`src/hw/decode_pkg.sv`:
```
`default_nettype none

package decode_pkg;

  localparam int reg_sel_width = 4;
  localparam int seg_sel_width = 2;

  typedef logic [reg_sel_width-1:0] reg_sel_t;
  typedef logic [seg_sel_width-1:0] seg_sel_t;

  // word registers in x86 encoding order
  localparam reg_sel_t reg_ax = 4'd0;
  localparam reg_sel_t reg_bx = 4'd3;
  localparam reg_sel_t reg_bp = 4'd5;
  localparam reg_sel_t reg_si = 4'd6;
  localparam reg_sel_t reg_di = 4'd7;
  // extensions above the word registers
  localparam reg_sel_t reg_tmp = 4'hc;
  localparam reg_sel_t reg_none = 4'hf;

  localparam seg_sel_t seg_ss = 2'd2;
  localparam seg_sel_t seg_ds = 2'd3;

  typedef enum logic [3:0] {
    rt_alu_rm, rt_alu_imm, rt_mov_rm, rt_mov_imm, rt_push, rt_pop, rt_incdec,
    rt_jmp_short, rt_call_near, rt_muldiv, rt_reserved, rt_trap, rt_div_exc,
    rt_ext_int, rt_ext_int_rep
  } routine_e;

  localparam int routine_count = int'(rt_ext_int_rep) + 1;

  typedef enum logic [2:0] {
    entry_opcode, entry_trap, entry_div, entry_ext, entry_ext_rep
  } entry_sel_e;

  typedef struct packed {
    routine_e routine;
    logic     need_modrm;
    logic     need_off;
    logic     need_imm;
    logic     off_size;
    logic     imm_size;
    reg_sel_t src;
    reg_sel_t dst;
    reg_sel_t base;
    reg_sel_t index;
    seg_sel_t seg;
    logic [2:0] alu_f;
  } decode_info_t;

  typedef struct packed {
    logic intr;
    logic nmir;
    logic tfl;
    logic ifl;
  } event_req_t;

  // divide step sits right after the operand fetch step of rt_muldiv
  localparam int div_step_offset = 1;

  // number of micro steps per routine
  function automatic int routine_length(routine_e r);
    case (r)
      rt_alu_rm:      return 4;
      rt_alu_imm:     return 3;
      rt_mov_rm:      return 3;
      rt_mov_imm:     return 2;
      rt_push:        return 3;
      rt_pop:         return 3;
      rt_incdec:      return 2;
      rt_jmp_short:   return 2;
      rt_call_near:   return 4;
      rt_muldiv:      return 5;
      rt_trap:        return 6;
      rt_div_exc:     return 6;
      rt_ext_int:     return 7;
      rt_ext_int_rep: return 8;
      default:        return 1;
    endcase
  endfunction

  // routines packed back to back from address 0
  function automatic int routine_start(routine_e r);
    int addr = 0;
    for (int i = 0; i < routine_count; i++)
    begin
      if (i < int'(r))
        addr += routine_length(routine_e'(i));
    end
    return addr;
  endfunction

  localparam int micro_table_size = routine_start(rt_ext_int_rep)
                                  + routine_length(rt_ext_int_rep);

endpackage

`default_nettype wire

```
`src/hw/opcode_lookup.sv`:
```
`timescale 1ns/1ps
`default_nettype none

module opcode_lookup
  import decode_pkg::*;
(
  input  logic [7:0]   opcode,
  input  logic [7:0]   modrm,
  input  logic         rep,
  input  logic [2:0]   sop_l,
  output decode_info_t info
);

  logic [1:0] md;
  logic [2:0] rm;
  reg_sel_t   reg_f;
  reg_sel_t   rm_f;
  logic       bp_based;
  seg_sel_t   seg_dflt;

  assign md = modrm[7:6];
  assign rm = modrm[2:0];
  assign reg_f = {1'b0, modrm[5:3]};
  assign rm_f = {1'b0, modrm[2:0]};

  // bp addressing, except mod 00 rm 110 which is a direct offset
  assign bp_based = (rm == 3'd2) || (rm == 3'd3) || (rm == 3'd6 && md != 2'b00);

  // valid override wins over the default segment
  assign seg_dflt = sop_l[2] ? sop_l[1:0] : seg_ds;

  always_comb
  begin
    info = '0;
    info.routine = rt_reserved;
    info.src = reg_none;
    info.dst = reg_none;
    info.base = reg_none;
    info.index = reg_none;
    info.seg = seg_dflt;
    info.alu_f = opcode[7] ? modrm[5:3] : opcode[5:3];

    casez (opcode)
      // alu r/m forms and mov 88..8b, d bit picks direction
      8'b00???0??, 8'b100010??:
      begin
        info.routine = opcode[7] ? rt_mov_rm : rt_alu_rm;
        info.need_modrm = 1'b1;
        info.src = opcode[1] ? rm_f : reg_f;
        info.dst = opcode[1] ? reg_f : rm_f;
      end
      // alu acc, imm
      8'b00???10?:
      begin
        info.routine = rt_alu_imm;
        info.need_imm = 1'b1;
        info.imm_size = opcode[0];
        info.dst = reg_ax;
      end
      // group 80..83, only 81 carries a word immediate
      8'b100000??:
      begin
        info.routine = rt_alu_imm;
        info.need_modrm = 1'b1;
        info.need_imm = 1'b1;
        info.imm_size = (opcode[1:0] == 2'b01);
        info.dst = rm_f;
      end
      8'b1011????:
      begin
        info.routine = rt_mov_imm;
        info.need_imm = 1'b1;
        info.imm_size = opcode[3];
        info.dst = {1'b0, opcode[2:0]};
      end
      8'b1100011?:
      begin
        info.routine = rt_mov_imm;
        info.need_modrm = 1'b1;
        info.need_imm = 1'b1;
        info.imm_size = opcode[0];
        info.dst = rm_f;
      end
      8'b01010???:
      begin
        info.routine = rt_push;
        info.src = {1'b0, opcode[2:0]};
        info.seg = seg_ss;
      end
      8'b01011???:
      begin
        info.routine = rt_pop;
        info.dst = {1'b0, opcode[2:0]};
        info.seg = seg_ss;
      end
      8'b0100????:
      begin
        info.routine = rt_incdec;
        info.dst = {1'b0, opcode[2:0]};
      end
      8'heb:
      begin
        info.routine = rt_jmp_short;
        info.need_imm = 1'b1;
      end
      8'he8:
      begin
        info.routine = rt_call_near;
        info.need_imm = 1'b1;
        info.imm_size = 1'b1;
        info.seg = seg_ss;
      end
      8'b1111011?:
      begin
        info.routine = rt_muldiv;
        info.need_modrm = 1'b1;
        info.src = rm_f;
        // 8086 quirk, rep before imul/idiv negates the result via tmp
        info.dst = (rep && modrm[3]) ? reg_tmp : reg_ax;
      end
      default:
      begin
        info.routine = rt_reserved;
      end
    endcase

    // memory operand addressing from modrm
    if (info.need_modrm)
    begin
      info.seg = sop_l[2] ? sop_l[1:0] : (bp_based ? seg_ss : seg_ds);
      case (rm)
        3'd0: {info.base, info.index} = {reg_bx, reg_si};
        3'd1: {info.base, info.index} = {reg_bx, reg_di};
        3'd2: {info.base, info.index} = {reg_bp, reg_si};
        3'd3: {info.base, info.index} = {reg_bp, reg_di};
        3'd4: {info.base, info.index} = {reg_none, reg_si};
        3'd5: {info.base, info.index} = {reg_none, reg_di};
        3'd6: {info.base, info.index} = {(md == 2'b00) ? reg_none : reg_bp, reg_none};
        default: {info.base, info.index} = {reg_bx, reg_none};
      endcase
      // disp16 for direct, disp8 for mod 01, disp16 for mod 10
      info.need_off = (md == 2'b01) || (md == 2'b10) || (md == 2'b00 && rm == 3'd6);
      info.off_size = (md != 2'b01);
    end
  end

endmodule

`default_nettype wire

```
`src/hw/micro_flags.sv`:
```
`timescale 1ns/1ps
`default_nettype none

module micro_flags
  import decode_pkg::*;
#(
  parameter int micro_addr_width = 8
)
(
  input  logic [micro_addr_width-1:0] addr,
  output logic                        end_seq,
  output logic                        div_step
);

  int addr_i;

  assign addr_i = int'(addr);

  // end flag at the last address of every routine
  always_comb
  begin
    // past the table, stop so a stray address cannot run on
    end_seq = (addr_i >= micro_table_size);
    for (int i = 0; i < routine_count; i++)
    begin
      if (addr_i == routine_start(routine_e'(i)) + routine_length(routine_e'(i)) - 1)
        end_seq = 1'b1;
    end
  end

  // single divide step inside rt_muldiv
  assign div_step = (addr_i == routine_start(rt_muldiv) + div_step_offset);

endmodule

`default_nettype wire

```
`src/hw/event_control.sv`:
```
`timescale 1ns/1ps
`default_nettype none

module event_control
  import decode_pkg::*;
(
  input  logic       clk,
  input  logic       rst,
  input  logic       exec_st,
  input  logic       block,
  input  logic       end_seq,
  input  logic       div_exc,
  input  logic       wr_ss,
  input  logic       rep,
  input  event_req_t events,
  output entry_sel_e entry_sel,
  output logic       tflm,
  output logic       iflm,
  output logic       iflss,
  output logic       ext_int,
  output logic       inta,
  output logic       nmia
);

  logic tfl_q;
  logic ifl_q;
  logic ss_ok_q;
  logic trap_q;
  logic div_q;
  logic ext_d1;
  logic ext_d2;
  logic boundary;
  logic take_ext;
  logic take_trap;

  // flags only count once copied during fetch
  assign tflm = events.tfl & tfl_q;
  assign iflm = events.ifl & ifl_q;

  // shadow applies in the very cycle ss is written
  assign iflss = ~wr_ss & ss_ok_q;

  assign boundary = exec_st & end_seq & ~block;
  assign take_ext = boundary & iflss & (events.nmir | (events.intr & iflm));
  assign take_trap = boundary & iflss & tflm & ~trap_q;

  always_ff @(posedge clk or negedge rst)
  begin
    if (!rst)
    begin
      tfl_q <= 1'b0;
      ifl_q <= 1'b0;
      ss_ok_q <= 1'b0;
    end
    else if (!block)
    begin
      if (!exec_st)
      begin
        tfl_q <= events.tfl;
        ifl_q <= events.ifl;
        ss_ok_q <= 1'b1;
      end
      else if (wr_ss)
        ss_ok_q <= 1'b0;
    end
  end

  // each latch runs until the end of its service routine
  always_ff @(posedge clk or negedge rst)
  begin
    if (!rst)
    begin
      trap_q <= 1'b0;
      div_q <= 1'b0;
      ext_int <= 1'b0;
    end
    else if (!block)
    begin
      trap_q <= take_trap | (trap_q & ~end_seq);
      div_q <= div_exc | (div_q & ~end_seq);
      ext_int <= take_ext | (ext_int & ~end_seq);
    end
  end

  // ack pipeline ignores block
  always_ff @(posedge clk or negedge rst)
  begin
    if (!rst)
    begin
      ext_d1 <= 1'b0;
      ext_d2 <= 1'b0;
      inta <= 1'b0;
      nmia <= 1'b0;
    end
    else
    begin
      ext_d1 <= ext_int;
      ext_d2 <= ext_d1;
      // rise seen one stage late, so the ack lands two edges in
      inta <= ext_d1 & ~ext_d2 & ~events.nmir;
      nmia <= ext_d1 & ~ext_d2 & events.nmir;
    end
  end

  // trap first, then divide, then external
  always_comb
  begin
    if (trap_q)
      entry_sel = entry_trap;
    else if (div_q)
      entry_sel = entry_div;
    else if (ext_int)
      entry_sel = rep ? entry_ext_rep : entry_ext;
    else
      entry_sel = entry_opcode;
  end

  // one ack of one kind, two edges after the external latch rises, then quiet
  ack_timing_a: assert property (@(posedge clk) disable iff (!rst)
    $rose(ext_int) |=> ##1 ((inta ^ nmia) ##1 !(inta || nmia)));
  // ack only while the service routine still holds the latch
  ack_in_service_a: assert property (@(posedge clk) disable iff (!rst)
    (inta || nmia) |-> ext_int);

endmodule

`default_nettype wire

```
`src/hw/micro_sequencer.sv`:
```
`timescale 1ns/1ps
`default_nettype none

module micro_sequencer
  import decode_pkg::*;
#(
  parameter int micro_addr_width = 8,
  parameter int div_cycles = 18
)
(
  input  logic                        clk,
  input  logic                        rst,
  input  logic                        exec_st,
  input  logic                        block,
  input  logic                        end_seq,
  input  logic                        div_step,
  input  routine_e                    routine,
  input  entry_sel_e                  entry_sel,
  output logic [micro_addr_width-1:0] seq_addr
);

  localparam int hold_width = $clog2(div_cycles + 2);
  localparam logic [hold_width-1:0] hold_total = hold_width'(div_cycles + 1);

  routine_e                    sel_rt;
  logic [micro_addr_width-1:0] base_addr;
  logic [micro_addr_width-1:0] step;
  logic [hold_width-1:0]       div_cnt;
  logic [hold_width-1:0]       hold_left;

  // service routine replaces the opcode routine
  always_comb
  begin
    case (entry_sel)
      entry_trap:    sel_rt = rt_trap;
      entry_div:     sel_rt = rt_div_exc;
      entry_ext:     sel_rt = rt_ext_int;
      entry_ext_rep: sel_rt = rt_ext_int_rep;
      default:       sel_rt = routine;
    endcase
  end

  assign base_addr = micro_addr_width'(routine_start(sel_rt));
  assign seq_addr = base_addr + step;

  // edges still to wait at the divide step
  assign hold_left = (exec_st && div_step) ? (hold_total - div_cnt) : '0;

  always_ff @(posedge clk or negedge rst)
  begin
    if (!rst)
    begin
      step <= '0;
      div_cnt <= '0;
    end
    else if (!block)
    begin
      if (!exec_st || end_seq)
        step <= '0;
      else if (hold_left == '0)
        step <= step + 1'b1;
      // count up while holding, clear once the step moves on
      div_cnt <= (hold_left != '0) ? div_cnt + 1'b1 : '0;
    end
  end

  step_range_a: assert property (@(posedge clk) disable iff (!rst)
    exec_st |-> (int'(step) < routine_length(sel_rt)));

endmodule

`default_nettype wire

```
`src/hw/decode_unit.sv`:
```
`timescale 1ns/1ps
`default_nettype none

module decode_unit
  import decode_pkg::*;
#(
  parameter int micro_addr_width = 8,
  parameter int div_cycles = 18
)
(
  input  logic                        clk,
  input  logic                        rst,
  input  logic [7:0]                  opcode,
  input  logic [7:0]                  modrm,
  input  logic                        rep,
  input  logic [2:0]                  sop_l,
  input  logic                        exec_st,
  input  logic                        block,
  input  logic                        div_exc,
  input  logic                        wr_ss,
  input  event_req_t                  events,
  output decode_info_t                info,
  output logic [micro_addr_width-1:0] seq_addr,
  output logic                        end_seq,
  output logic                        tflm,
  output logic                        iflm,
  output logic                        iflss,
  output logic                        inta,
  output logic                        nmia,
  output logic                        ext_int
);

  entry_sel_e entry_sel;
  logic       div_step;

  opcode_lookup lookup_i (
    .opcode (opcode),
    .modrm  (modrm),
    .rep    (rep),
    .sop_l  (sop_l),
    .info   (info)
  );

  event_control events_i (
    .clk       (clk),
    .rst       (rst),
    .exec_st   (exec_st),
    .block     (block),
    .end_seq   (end_seq),
    .div_exc   (div_exc),
    .wr_ss     (wr_ss),
    .rep       (rep),
    .events    (events),
    .entry_sel (entry_sel),
    .tflm      (tflm),
    .iflm      (iflm),
    .iflss     (iflss),
    .ext_int   (ext_int),
    .inta      (inta),
    .nmia      (nmia)
  );

  micro_sequencer #(
    .micro_addr_width (micro_addr_width),
    .div_cycles       (div_cycles)
  ) seq_i (
    .clk       (clk),
    .rst       (rst),
    .exec_st   (exec_st),
    .block     (block),
    .end_seq   (end_seq),
    .div_step  (div_step),
    .routine   (info.routine),
    .entry_sel (entry_sel),
    .seq_addr  (seq_addr)
  );

  micro_flags #(
    .micro_addr_width (micro_addr_width)
  ) flags_i (
    .addr     (seq_addr),
    .end_seq  (end_seq),
    .div_step (div_step)
  );

endmodule

`default_nettype wire

```
`config.mk`:
```
export PLATFORM = sky130hd
export DESIGN_NAME = decode_unit
export DESIGN_NICKNAME = d
export VERILOG_FILES = /design/src/hw/decode_pkg.sv /design/src/hw/opcode_lookup.sv /design/src/hw/micro_flags.sv /design/src/hw/event_control.sv /design/src/hw/micro_sequencer.sv /design/src/hw/decode_unit.sv
export SDC_FILE = /design/constraint.sdc
export NUM_CORES = 1
export LEC_CHECK = 0
export ABC_CLOCK_PERIOD_IN_PS = 11100
export BUFFER_PORTS_ARGS = -buffer_cell sky130_fd_sc_hd__buf_4
export CAP_MARGIN = 15
export CORE_UTILIZATION = 50
export DETAILED_ROUTE_END_ITERATION = 10
export PLACE_DENSITY_LB_ADDON = 0.1
export SLEW_MARGIN = 20
export SYNTH_ARGS = -nofsm -noshare
export SYNTH_HDL_FRONTEND = slang
export SYNTH_SLANG_ARGS = --single-unit
export TNS_END_PERCENT = 1
```
`constraint.sdc`:
```
create_clock -name clk -period 11.1 [get_ports clk]
set_clock_uncertainty 0.1 [all_clocks]
set_input_delay 1.11 -clock clk [delete_from_list [all_inputs] [get_ports clk]]
set_output_delay 1.11 -clock clk [all_outputs]
set_load 0.05 [all_outputs]
```
## Word-level counts from Yosys, hierarchy flattened

Index checks and enable logic that the tools add are counted.

| storage, ports and cells | value |
|---|---|
| bits of input ports | 30 |
| register bits | 23 |
| logic and storage cells | 219 |
| output and inout bits | 45 |

| operators by class | value |
|---|---|
| order comparisons | 16 |
| add/sub/neg operators | 18 |
| bitwise operators | 27 |
| muxes and demuxes | 75 |
| eq/ne operators | 42 |
| reduce and logical (&&, ||, !) cells | 29 |

Operators with widths:

| operator | count |
|---|---|
| two-way mux 8 bit | 30 |
| adder 8 bit | 14 |
| == test 8 x 6 -> 1 bit (second input constant) | 7 |
| case mux 8 bit (7 select lines) | 1 |
| case mux 4 bit (9 select lines) | 1 |
| == test 8 x 7 -> 1 bit (second input constant) | 4 |
| less-than comparator 4 bit (first input constant) | 7 |
| == test 8 x 5 -> 1 bit (second input constant) | 3 |
| two-way mux 3 bit | 8 |
| two-way mux 1 bit | 22 |
| case mux 4 bit (5 select lines) | 1 |
| AND 1 bit | 16 |
| == test 8 bit (second input constant) | 2 |
| less-than comparator 3 x 4 -> 1 bit (first input constant) | 4 |
| case mux 4 bit (4 select lines) | 1 |
| == test 7 bit (second input constant) | 2 |
| == test 3 x 2 -> 1 bit (second input constant) | 4 |
| == test 3 bit (second input constant) | 4 |
| == test 6 bit (second input constant) | 2 |
| case mux 4 bit (3 select lines) | 1 |
| == test 5 x 4 -> 1 bit (second input constant) | 2 |
| two-way mux 10 bit | 1 |
| two-way mux 5 bit | 2 |
| OR reduction 2 bit | 5 |
| 33 further kinds | 63 |

## Depth between registers and ports, before layout

Gate-level depths: netlist of run 1.

| logic depth | value |
|---|---|
| word-level depth | 59 |
| mapped depth | 48 |
| gate-level depth less buffers | 46 |

## Modules after synthesis

Synthesis of run 1 repeated with hierarchy kept, for this count alone.

| second synthesis, totals | value |
|---|---|
| cell total of the unflattened synthesis | 571 |
| area, all modules | 4339.2 µm² |

By module, submodules not included:

| module | seq. area each (µm²) | cells each | area each (µm²) | instances |
|---|---|---|---|---|
| micro_sequencer | 325.3 | 399 | 2942.8 | 1 |
| opcode_lookup | 0.0 | 117 | 820.8 | 1 |
| event_control | 250.2 | 34 | 431.7 | 1 |
| micro_flags | 0.0 | 21 | 143.9 | 1 |

## Worst setup path after synthesis of run 1

Ideal clock, no wire load.

| timing path | value |
|---|---|
| path type | input port to output port |
| start point | in opcode[5] |
| end point | out end_seq |
| path slack | -0.467 ns |
| required time | 9.890 ns |
| data arrival time | 10.357 ns |
| buffers on the path | 3 |
| cell stages on the path | 40 |
| path through | buf_4 -> or4b_4 -> a21oi_2 -> nor3_2 -> buf_6 -> and3_4 -> nor2_1 -> o21ai_0 -> ha_1 -> clkbuf_1 -> xnor2_1 -> ha_1 -> a21boi_0 -> ha_1 -> a2bb2oi_1 -> ha_1 -> xnor2_1 -> nand2_1 -> (+4 left out) -> inv_2 -> ha_1 -> mux2i_4 -> xnor2_4 -> a21oi_1 -> xnor2_1 -> xnor2_1 -> a211oi_1 -> xor2_1 -> ha_1 -> xnor2_1 -> and2_1 -> mux2i_1 -> nand2_1 -> o211ai_1 -> o311ai_0 -> o311a_1 -> nand3_1 |

| on the way | value |
|---|---|
| longest elaborated chain between the ends | 51 |
| elaborated cells on any way between the ends | 91 |
| those cells by class | add/sub: 15; order compare: 16; eq/ne: 25; mux: 32; reduce/logical: 3 |

Ends and longest elaborated chain:

| what | RTL line | source |
|---|---|---|
| start, declared | decode_unit.sv:13 | `input logic [7:0] opcode,` |
| == test 7 bit (tied with other cells) | opcode_lookup.sv:43 | `casez (opcode)` |
| OR reduction 2 bit (on tied branches) | n/a |  |
| case mux 4 bit (9 select lines) * | opcode_lookup.sv:43 |  |
| case mux 4 bit (4 select lines) * | micro_sequencer.sv:34 | `case (entry_sel)` |
| less-than comparator 1 x 4 -> 1 bit | decode_pkg.sv:87 | `if (i < int'(r))` |
| two-way mux 3 bit | decode_pkg.sv:87 |  |
| adder 4 x 8 -> 8 bit | decode_pkg.sv:88 | `addr += routine_length(routine_e'(i));` |
| two-way mux 8 bit | decode_pkg.sv:87 |  |
| (+23 left out) | n/a |  |
| two-way mux 8 bit | decode_pkg.sv:87 |  |
| adder 8 bit | decode_pkg.sv:88 |  |
| two-way mux 8 bit * | decode_pkg.sv:87 |  |
| adder 8 bit * | micro_sequencer.sv:44 | `assign seq_addr = base_addr + step;` |
| via seq_addr[4] | decode_unit.sv:23 | `output logic [micro_addr_width-1:0] seq_addr,` |
| >= comparator 8 x 6 -> 1 bit / == test 8 x 3 -> 1 bit (equally long branches) | micro_flags.sv:23, micro_flags.sv:26 |  |
| two-way mux 1 bit (14 in series) | micro_flags.sv:26 | `if (addr_i == routine_start(routine_e'(i)) + routine_length(routine_e'(i)) - 1)` |
| two-way mux 1 bit * | micro_flags.sv:26 |  |
| end, declared | decode_unit.sv:24 | `output logic end_seq,` |

Mark *: on every way through the listed nets, which the timed path passes. The rest lies on a longest branch.

## Worst setup path after layout of run 1

| timing path | value |
|---|---|
| start point | in opcode[5] |
| end point | out end_seq |

| on the way | value |
|---|---|
| longest elaborated chain between the ends | 51 |
| elaborated cells on any way between the ends | 91 |
| those cells by class | add/sub: 15; order compare: 16; eq/ne: 25; mux: 32; reduce/logical: 3 |

Ends and longest elaborated chain:

| what | RTL line |
|---|---|
| == test 7 bit (tied with other cells) | opcode_lookup.sv:43 |
| OR reduction 2 bit (on tied branches) | n/a |
| case mux 4 bit (9 select lines) * | opcode_lookup.sv:43 |
| case mux 4 bit (4 select lines) * | micro_sequencer.sv:34 |
| less-than comparator 1 x 4 -> 1 bit | decode_pkg.sv:87 |
| two-way mux 3 bit | decode_pkg.sv:87 |
| adder 4 x 8 -> 8 bit | decode_pkg.sv:88 |
| two-way mux 8 bit | decode_pkg.sv:87 |
| (+22 left out) | n/a |
| adder 8 bit | decode_pkg.sv:88 |
| two-way mux 8 bit | decode_pkg.sv:87 |
| adder 8 bit | decode_pkg.sv:88 |
| two-way mux 8 bit * | decode_pkg.sv:87 |
| adder 8 bit * | micro_sequencer.sv:44 |
| >= comparator 8 x 6 -> 1 bit / == test 8 x 3 -> 1 bit (equally long branches) | micro_flags.sv:23, micro_flags.sv:26 |
| two-way mux 1 bit (14 in series) | micro_flags.sv:26 |
| two-way mux 1 bit * | micro_flags.sv:26 |

Every way passes the cells marked *; elsewhere a longest branch is shown, timed or not.

==> results of run 1 <==
layout by cell type (no fill, tap or decap), types with 6 or more instances in the layout:
master    netlist  layout
buf_4           7      92
nand2_1        61      61
nor2_1         49      46
o21ai_0        29      29
inv_1          28      28
nor3_1         23      23
ha_1           23      23
dfrtp_1        23      23
a21oi_1        22      21
nand3_1        21      21
xnor2_1        24      20
nand4_1        13      13
o21ai_1        11      11
a31oi_1        10      10
a21o_1          9       9
nand2b_1        8       8
and2_1          8       8
o31ai_1         7       7
mux2i_1         7       7
xor2_1          7       7
or2_2           6       6
or3_1           6       6
o211ai_1        6       6
nor2b_1         7       6
cells in the mapped netlist, types with 7 or more instances:
library cell / n / share of area (%)
mux2i_1: 7 / 1.6
nor2b_1: 7 / 1.0
dfrtp_1: 23 / 13
clkbuf_1: 9 / 0.79
nand2_1: 61 / 5.3
nand2b_1: 8 / 1.2
nand3_1: 21 / 2.5
o21ai_1: 11 / 1.3
a31oi_1: 10 / 1.5
a21o_1: 9 / 1.6
buf_4: 7 / 1.2
nor2_1: 49 / 4.3
ha_1: 23 / 6.7
xor2_1: 7 / 1.4
and2_1: 8 / 1.2
o31ai_1: 7 / 1.2
inv_1: 28 / 2.5
nor3_1: 23 / 2.7
a21oi_1: 22 / 2.6
nand4_1: 13 / 1.9
o21ai_0: 29 / 3.4
xnor2_1: 24 / 4.9
state kept, by name, summed over array words and instances (netlist names):
name / cells
events_i.ss_ok_q: 1
events_i.ext_d1: 1
events_i.div_q: 1
seq_i.div_cnt: 5
events_i.tfl_q: 1
events_i.ifl_q: 1
events_i.ext_d2: 1
events_i.inta: 1
events_i.nmia: 1
seq_i.step: 8
events_i.trap_q: 1
events_i.ext_int: 1
stage by stage:
stage / cell area (µm²) / cells / setup WS (ns) / hold slack (ns)
after floorplan: 4334 / 567 / 0.1126 / 0.2593
after global placement: 4962 / 735 / 0.4477 / 0.2851
after detailed placement: 4962 / 735 / 0.2321 / 0.2901
after CTS: 5011 / 739 / 0.1694 / 0.3104
after global routing: 5089 / 741 / -0.07696 / 0.3248
final: 5089 / 741 / 0.5326 / 0.3097
worst paths after layout:
path,depth (start not counted),endpoint,slack [ns]
max,40,end_seq,0.53
min,0,events_i.ext_d2$_DFF_PN0_,0.31
max reg2reg,39,seq_i.div_cnt[3]$_DFFE_PN0N_,1.25
min reg2reg,0,events_i.ext_d2$_DFF_PN0_,0.31
max in group asynchronous,1,seq_i.step[4]$_DFFE_PN0P_,10.05
min in group asynchronous,1,seq_i.div_cnt[3]$_DFFE_PN0N_,0.62
worst register-to-register path: cells and delay by family (launching register included):
family          cells  cell delay [ns]
buf+inv             3             0.39
xor+xnor            7             1.68
flops               1             0.46
fa+ha+maj           4             1.18
compound gates      9             1.68
simple gates       16             4.29
area by class of cell:
| type | count | area, µm² | share of cell area [%] |
|---|---|---|---|
| Clock buffer | 3 | 41.29 | 0.8114 |
| Clock inverter | 1 | 7.507 | 0.1475 |
| Inverter | 30 | 112.6 | 2.213 |
| Multi-Input combinational cell | 487 | 3530 | 69.36 |
| Sequential cell | 23 | 575.6 | 11.31 |
| Tap cell | 105 | 131.4 | 2.582 |
| Timing Repair Buffer | 92 | 690.7 | 13.57 |
layer usage:
| layer | up-vias | routed length (µm) | share of wire, % | GRT usage (%) |
|---|---|---|---|---|
| li1 | 2250 | - | - | - |
| met1 | 2147 | 5550 | 44 | 36.21 |
| met2 | 150 | 6232 | 50 | 50.72 |
| met3 | 31 | 526 | 4.2 | 1.288 |
| met4 | 0 | 217 | 1.7 | 5.429 |
| met5 | - | 0 | 0 | 0 |
cell families (layout without fill, tap and decap cells):
kind of cell               count (synthesis)  in the layout  synth area share (%)
DFF                                       23             23                 13.44
adders and majority gates                 25             25                 7.423
buffers and inverters                     57            126                 6.809
other                                      1              3               0.08758
and+or+nand+nor                          247            247                 31.18
xor gates and xnor gates                  34             34                 8.007
muxes                                     16             16                 4.354
AOI/OAI and AO/OA                        162            162                 28.70
repair_timing:
| item | 4_1_cts | 5_1_grt |
|---|---|---|
| endpoints found under the setup margin | 0 | 9 |
| buffers inserted | 0 | 2 |
| endpoints found under the hold margin | 0 | 0 |
| hold buffers | 0 | 0 |
| gates resized for setup | 0 | 13 |
==> metrics.yaml, run 1 <==
setup_path:
  cell_with_the_largest_stage_delay_on_the_worst_path: "or4b_1"
  arrival_time_at_the_worst_endpoint_ns: 9.36
  kind_of_critical_path: "in -> out"
  worst_setup_path_end_kind: "output pin"
  setup.worst_path.start_class: "primary input"
  cp-startpoint: "opcode[5]"
  regToRegStartpoint: "events_i.trap_q$_DFFE_PN0N_"
  cpPeakStageDelay_ns: 0.54
  cp.buffers_inverters: 4
  cp_data_required_time_ns: 9.89
  critical_path.top_delay_family: "simple AND/OR/NAND/NOR gates"
  worstPathMaxFanout: 11
  critPathMostFrequentCell: "ha_1"
finish:
  final.fill_count: 751
  synthToLayoutAreaGrowth_pct: 18.85
  final_core_utilization_pct: 61.62
  num-nets-final: 691
  antenna_fix_cells: 0
  final_layout_size_suffix_gt1_share_pct: 25.31
flow_run:
  max_cap_violations: 0
logic_synthesis:
  syn_avg_cell_area_um2: 7.578
  netlist-cell-type-count: 96
  seq_area_frac_synth_pct: 13.44
  post_synth_instance_area_um2: 4282
  synth_flop_cell: "dfrtp_1"
  asyncSetResetFlopFracSynth_pct: 100.0
  yosys_warnings: 0
  synthCells: 565
  postSynthRegisterBits: 23
  synth-edff-count: 0
die:
  die_x_um: 94.54
  initial_core_utilization_pct: 51.85
  die-area_um2: 8937
  floorplan.die.height_um: 94.54
  io_pins: 75
  core-area_um2: 8258
  fp_rows: 33
clock_network:
  clk_root_buffer_cell: "clkbuf_8"
  tritoncts_num_sinks: 23
  cts-root-to-sink-buffers: 2
  htree_levels: 1
  tritoncts: "yes"
  clkSlewWorstSetupHoldPaths_ns: 0.09
  cts_inserted_buffers: 3
  clk-insertion-delay-late_ns: 0.27
status:
  run_status: "complete, no violations"
sta:
  finalSetupViolCount: 0
  setup_total_negative_slack_ns: 0
  post-route-period-util_pct: 95.20
  tightest_slew_ns: 0.9132
  clock_period_minus_final_worst_setup_slack_ns: 10.57
  drv_slew: 0
  max-slew-margin-rel_pct: 38.60
  maxClockFrequency_mhz: 94.63
  timing.final.hold_violations: 0
global_route:
  grt.total_usage_pct: 27.77
  grt_pass1_vias: 4118
  wire_length_of_the_first_global_routing_pass_mm: 19.99
  gr-total-overflow: 0
  grt_start_max_net_pins: 25
  grt_antenna_before_repair: 0
route:
  wl_mm: 12.53
  drc: 0
  antenna_violating_nets_post_route: 0
  detail_route.vias_per_cell: 6.178
  via_count: 4578
  post_drt_wl_per_cell_um: 16.90
  drt-initial-drc-count: 179
  drtPass1Iterations: 6
placement:
  port_buffers: 71
  gp_routability_congestion: 1.011
  dp_hpwl_mm: 9.926
hold_path:
  min_path_type: "reg -> reg"
  holdCritStartpoint: "events_i.ext_d1$_DFF_PN0_"
Power of run 1 is not shown: default switching activity piles up to over one toggle a cycle in this logic, so the estimate is an artifact.
==> run 2: changes to the inputs <==
- ABC_AREA: unset -> 1
==> metrics.yaml, run 2 <==
status:
  run_status: "complete, no violations"
sta:
  finalSetupViolCount: 0
  drv_slew: 0
  post-route-period-util_pct: 89.10
  post-route-worst-setup-slack_ns: 1.210
  grt_setup_unrepaired: "no"
  timing.final.hold_violations: 0
  tightest_slew_ns: 0.7581
  maxClockFrequency_mhz: 101.1
  clock_period_minus_final_worst_setup_slack_ns: 9.890
  setup_total_negative_slack_ns: 0
  max-slew-margin-rel_pct: 49.00
  worst_hold_slack_ns: 0.2816
clock_network:
  tritoncts_num_sinks: 23
  tritoncts: "yes"
  clk-insertion-delay-late_ns: 0.27
  post_cts_buffers: 0
  cts-root-to-sink-buffers: 2
  cts_hold_repair.buffers: 0
  htree_levels: 1
  cts_resized: 0
  clk_root_buffer_cell: "clkbuf_8"
  clkSlewWorstSetupHoldPaths_ns: 0.07
  cts_inserted_buffers: 3
setup_path:
  worst_setup_path_end_kind: "output pin"
  cpPeakStageDelay_ns: 0.36
  critPathMostFrequentCell: "nand2_1"
  r2r.worst_path.cells: 51
  worstPathMaxFanout: 8
  arrival_time_at_the_worst_endpoint_ns: 8.68
  ff2ff_setup_slack_ns: 2.79
  kind_of_critical_path: "in -> out"
  setup.worst_path.start_class: "primary input"
  cell_with_the_largest_stage_delay_on_the_worst_path: "ha_1"
  cp_data_required_time_ns: 9.89
logic_synthesis:
  post_synth_most_frequent_cells: "nand2_1, inv_1, nand3_1"
  seq_area_frac_synth_pct: 14.58
  post-synth-top-count-cell: "nand2_1"
  synth.largest_area_cell: "nand2_1"
  netlist-cell-type-count: 52
  synth-edff-count: 0
  asyncSetResetFlopFracSynth_pct: 100.0
  synth_flop_cell: "dfrtp_1"
  yosys_warnings: 0
  postSynthRegisterBits: 23
  synthCells: 651
  synth.top_cells.by_area: "nand2_1, dfrtp_1, inv_1"
  syn_avg_cell_area_um2: 6.066
  post_synth_instance_area_um2: 3949
  netlist.area_leader.share_pct: 18.54
route:
  antenna_violating_nets_post_route: 0
  drtPass1Iterations: 6
  drt-initial-drc-count: 119
  wl_mm: 9.242
  drc: 0
  detail_route.vias_per_cell: 5.078
  post_drt_wl_per_cell_um: 11.22
  via_count: 4184
finish:
  reg.largest.list: "seq_i.step x8, seq_i.div_cnt x5"
  synthToLayoutAreaGrowth_pct: 16.82
  antenna_fix_cells: 0
  final_core_utilization_pct: 60.01
  num-nets-final: 777
  most_frequent_cells_in_the_layout: "nand2_1, inv_1, buf_4"
  largest_register_ff_count: 8
  layout.cells.most_common: "nand2_1"
  final_layout_size_suffix_gt1_share_pct: 23.55
  largest_register: "seq_i.step"
die:
  die-area_um2: 8257
  core-area_um2: 7687
  initial_core_utilization_pct: 51.37
  fp_rows: 32
  io_pins: 75
  die_x_um: 90.87
  floorplan.die.height_um: 90.87
hold_path:
  timing.hold.worst_path_depth: 0
  min_path_type: "reg -> reg"
global_route:
  grt_start_max_net_pins: 24
  gr-total-overflow: 0
  grt.total_usage_pct: 23.09
  wire_length_of_the_first_global_routing_pass_mm: 16.39
  grt_pass1_vias: 4008
  grt_antenna_before_repair: 0
placement:
  dp_hpwl_mm: 7.883
  port_buffers: 71
  detailedPlace.worstSlack_ns: 1.233
  gp_routability_congestion: 0.8772
flow_run:
  max_cap_violations: 0
==> run 2: cell types whose count changed in the layout (fill, tap and decap cells not counted), sizes merged, moves of 10 or more <==
cell	previous run	this run
nand2	62	225
inv	30	115
nand3	22	82
o21ai	41	18
buf	92	71
xnor2	27	6
nor3	25	8
a31oi	12	2
nor2	51	61
==> run 2: per-stage QoR <==
step                      instances  instance area, µm²
final                           824                4613
after global routing            824                4613
after CTS                       824                4613
after detailed placement        820                4568
after global placement          820                4568
after floorplan                 653                3956
==> run 2: worst paths after layout <==
kind,from,to
max in group asynchronous,rst,seq_i.step[0]$_DFFE_PN0P_
worst min-delay path,events_i.ext_d1$_DFF_PN0_,events_i.ext_d2$_DFF_PN0_
worst max-delay path,opcode[7],end_seq
min in group asynchronous,rst,seq_i.step[7]$_DFFE_PN0P_
worst min register to register,events_i.ext_d1$_DFF_PN0_,events_i.ext_d2$_DFF_PN0_
worst max register to register,events_i.ext_int$_DFFE_PN0N_,seq_i.step[5]$_DFFE_PN0P_
==> run 2: cells by family (layout without fill, tap and decap cells) <==
family                     after synthesis  in the layout  share of synthesized area, %
buffers and inverters                  121            190                         12.23
muxes                                    2              2                        0.5703
other                                    1              3                       0.09497
adders and majority gates               24             24                         7.795
DFF                                     23             23                         14.58
AOI/OAI and AO/OA                       60             60                         10.01
xor gates and xnor gates                20             20                         4.626
and+or+nand+nor                        400            400                         50.10
==> run 2: worst max-delay path: cells and delay by family <==
kind | cells | cell delay, ns
AND/OR/NAND/NOR | 25 | 2.97
XOR/XNOR | 2 | 0.51
buffers and inverters | 10 | 0.90
AO/OA/AOI/OAI | 7 | 1.12
adder cells (fa/ha/maj) | 7 | 2.03
==> run 2: cell type report <==
class	count	area, µm²
clock buffer	4	45.04
fill	776	3074
inverter	115	434.2
multi-input combinational	509	2898
sequential	23	575.6
tap	102	127.6
timing repair buffer	71	533.0
==> run 2: routing by layer <==
| layer | vias to the layer above | track usage [%] | part of all wire (%) |
|---|---|---|---|
| li1 | 2223 | - | - |
| met1 | 1851 | 28.87 | 46 |
| met2 | 102 | 42.11 | 48 |
| met3 | 8 | 3.199 | 5.8 |
| met4 | 0 | 4.497 | 0.68 |
| met5 | - | 0 | 0 |
Power of run 2 is left out for the same reason.
==> run 3: changes to the inputs <==
- PLACE_DENSITY_LB_ADDON: 0.1 -> 0.15
- SKIP_CTS_REPAIR_TIMING: unset -> 1
==> metrics.yaml, run 3 (same netlist as run 2, synthesis figures left out) <==
status:
  run_status: "complete, but fails checks"
  violations: "DRC"
placement:
  dp_hpwl_mm: 7.954
  gp_routability_congestion: 0.9011
  port_buffers: 71
  detailedPlace.worstSlack_ns: 1.241
finish:
  final.fill_count: 789
  reg.largest.list: "seq_i.step x8, seq_i.div_cnt x5"
  layout.cells.most_common: "nand2_1"
  num-nets-final: 777
  synthToLayoutAreaGrowth_pct: 16.92
  antenna_fix_cells: 0
  largest_register: "seq_i.step"
  largest_register_ff_count: 8
  most_frequent_cells_in_the_layout: "nand2_1, inv_1, buf_4"
  final_layout_size_suffix_gt1_share_pct: 23.68
clock_network:
  tritoncts_num_sinks: 23
  clkSlewWorstSetupHoldPaths_ns: 0.09
  cts-root-to-sink-buffers: 2
  clk_root_buffer_cell: "clkbuf_8"
  htree_levels: 1
  clk-insertion-delay-late_ns: 0.28
  cts_inserted_buffers: 3
  tritoncts: "yes"
setup_path:
  kind_of_critical_path: "in -> out"
  setup.worst_path.start_class: "primary input"
  cell_with_the_largest_stage_delay_on_the_worst_path: "ha_1"
  cp_data_required_time_ns: 9.89
  arrival_time_at_the_worst_endpoint_ns: 8.67
  worst_setup_path_end_kind: "output pin"
  r2r.worst_path.cells: 50
  cpPeakStageDelay_ns: 0.35
  worstPathMaxFanout: 8
  critPathMostFrequentCell: "nand2_1"
route:
  drc: 1
  via_count: 4196
  post_drt_wl_per_cell_um: 11.47
  wl_mm: 9.448
  drt-initial-drc-count: 148
  detail_route.vias_per_cell: 5.092
  drtPass1Iterations: 8
  antenna_violating_nets_post_route: 0
die:
  floorplan.die.height_um: 90.87
  die_x_um: 90.87
  die-area_um2: 8257
  io_pins: 75
  core-area_um2: 7687
  initial_core_utilization_pct: 51.37
  fp_rows: 32
global_route:
  grt_pass1_vias: 4009
  wire_length_of_the_first_global_routing_pass_mm: 16.47
  grt_antenna_before_repair: 0
  gr-total-overflow: 0
  grt.total_usage_pct: 23.44
  grt_start_max_net_pins: 24
sta:
  grt_setup_unrepaired: "no"
  maxClockFrequency_mhz: 101.2
  clock_period_minus_final_worst_setup_slack_ns: 9.884
  max-slew-margin-rel_pct: 49.79
  timing.final.hold_violations: 0
  drv_slew: 0
  setup_total_negative_slack_ns: 0
  tightest_slew_ns: 0.7463
  post-route-period-util_pct: 89.05
  finalSetupViolCount: 0
  post-route-worst-setup-slack_ns: 1.216
hold_path:
  timing.hold.worst_path_depth: 0
  min_path_type: "reg -> reg"
flow_run:
  max_cap_violations: 0
-- run 3: cell count changes in the layout (fill, tap and decap cells not counted), sizes merged --
| cell | delta |
|---|---|
| clkbuf | -1 |
| clkinvlp | +1 |
-- run 3: final timing paths --
check / from / end / slack (ns)
setup / recovery: opcode[7] / end_seq / 1.22
hold / removal: events_i.ext_d1$_DFF_PN0_ / events_i.ext_d2$_DFF_PN0_ / 0.29
setup reg to reg: events_i.ext_int$_DFFE_PN0N_ / seq_i.step[7]$_DFFE_PN0P_ / 2.71
hold reg to reg: events_i.ext_d1$_DFF_PN0_ / events_i.ext_d2$_DFF_PN0_ / 0.29
max in group asynchronous: rst / seq_i.step[2]$_DFFE_PN0P_ / 10.04
min in group asynchronous: rst / seq_i.step[7]$_DFFE_PN0P_ / 0.61
-- run 3: final cells by class --
cell class / instances / area (µm²) / share of cell area [%]
timing repair buffer: 71 / 533.0 / 11.54
multi-input combinational: 509 / 2898 / 62.76
clock buffer: 3 / 41.29 / 0.8943
tap: 102 / 127.6 / 2.764
inverter: 115 / 434.2 / 9.404
sequential: 23 / 575.6 / 12.47
clock inverter: 1 / 7.507 / 0.1626
-- run 3: per-layer routing --
layer / GRT usage [%] / up-vias / routed length, µm
li1: - / 2225 / -
met1: 30.19 / 1851 / 4485
met2: 41.92 / 114 / 4451
met3: 2.946 / 6 / 450
met4: 4.497 / 0 / 60
met5: 0 / - / 0
-- run 3: worst max-delay path, delay by kind of cell --
| family | cells | cell delay (ns) |
|---|---|---|
| AOI/OAI and AO/OA | 7 | 1.14 |
| xor gates and xnor gates | 2 | 0.33 |
| adders and majority gates | 7 | 2.04 |
| buffers and inverters | 10 | 0.86 |
| and+or+nand+nor | 25 | 3.14 |
-- run 3: stage by stage --
step,instance area (µm²),hold slack [ns],cells,utilization [%]
3_5_place_dp,4568,0.2629,820,59.42
4_1_cts,4617,0.2846,824,60.06
6_report,4617,0.2906,824,60.06
3_3_place_gp,4568,0.2588,820,59.42
5_1_grt,4617,0.3142,824,60.06
2_1_floorplan,3956,0.2537,653,-
Power of run 3 is left out for the same reason.
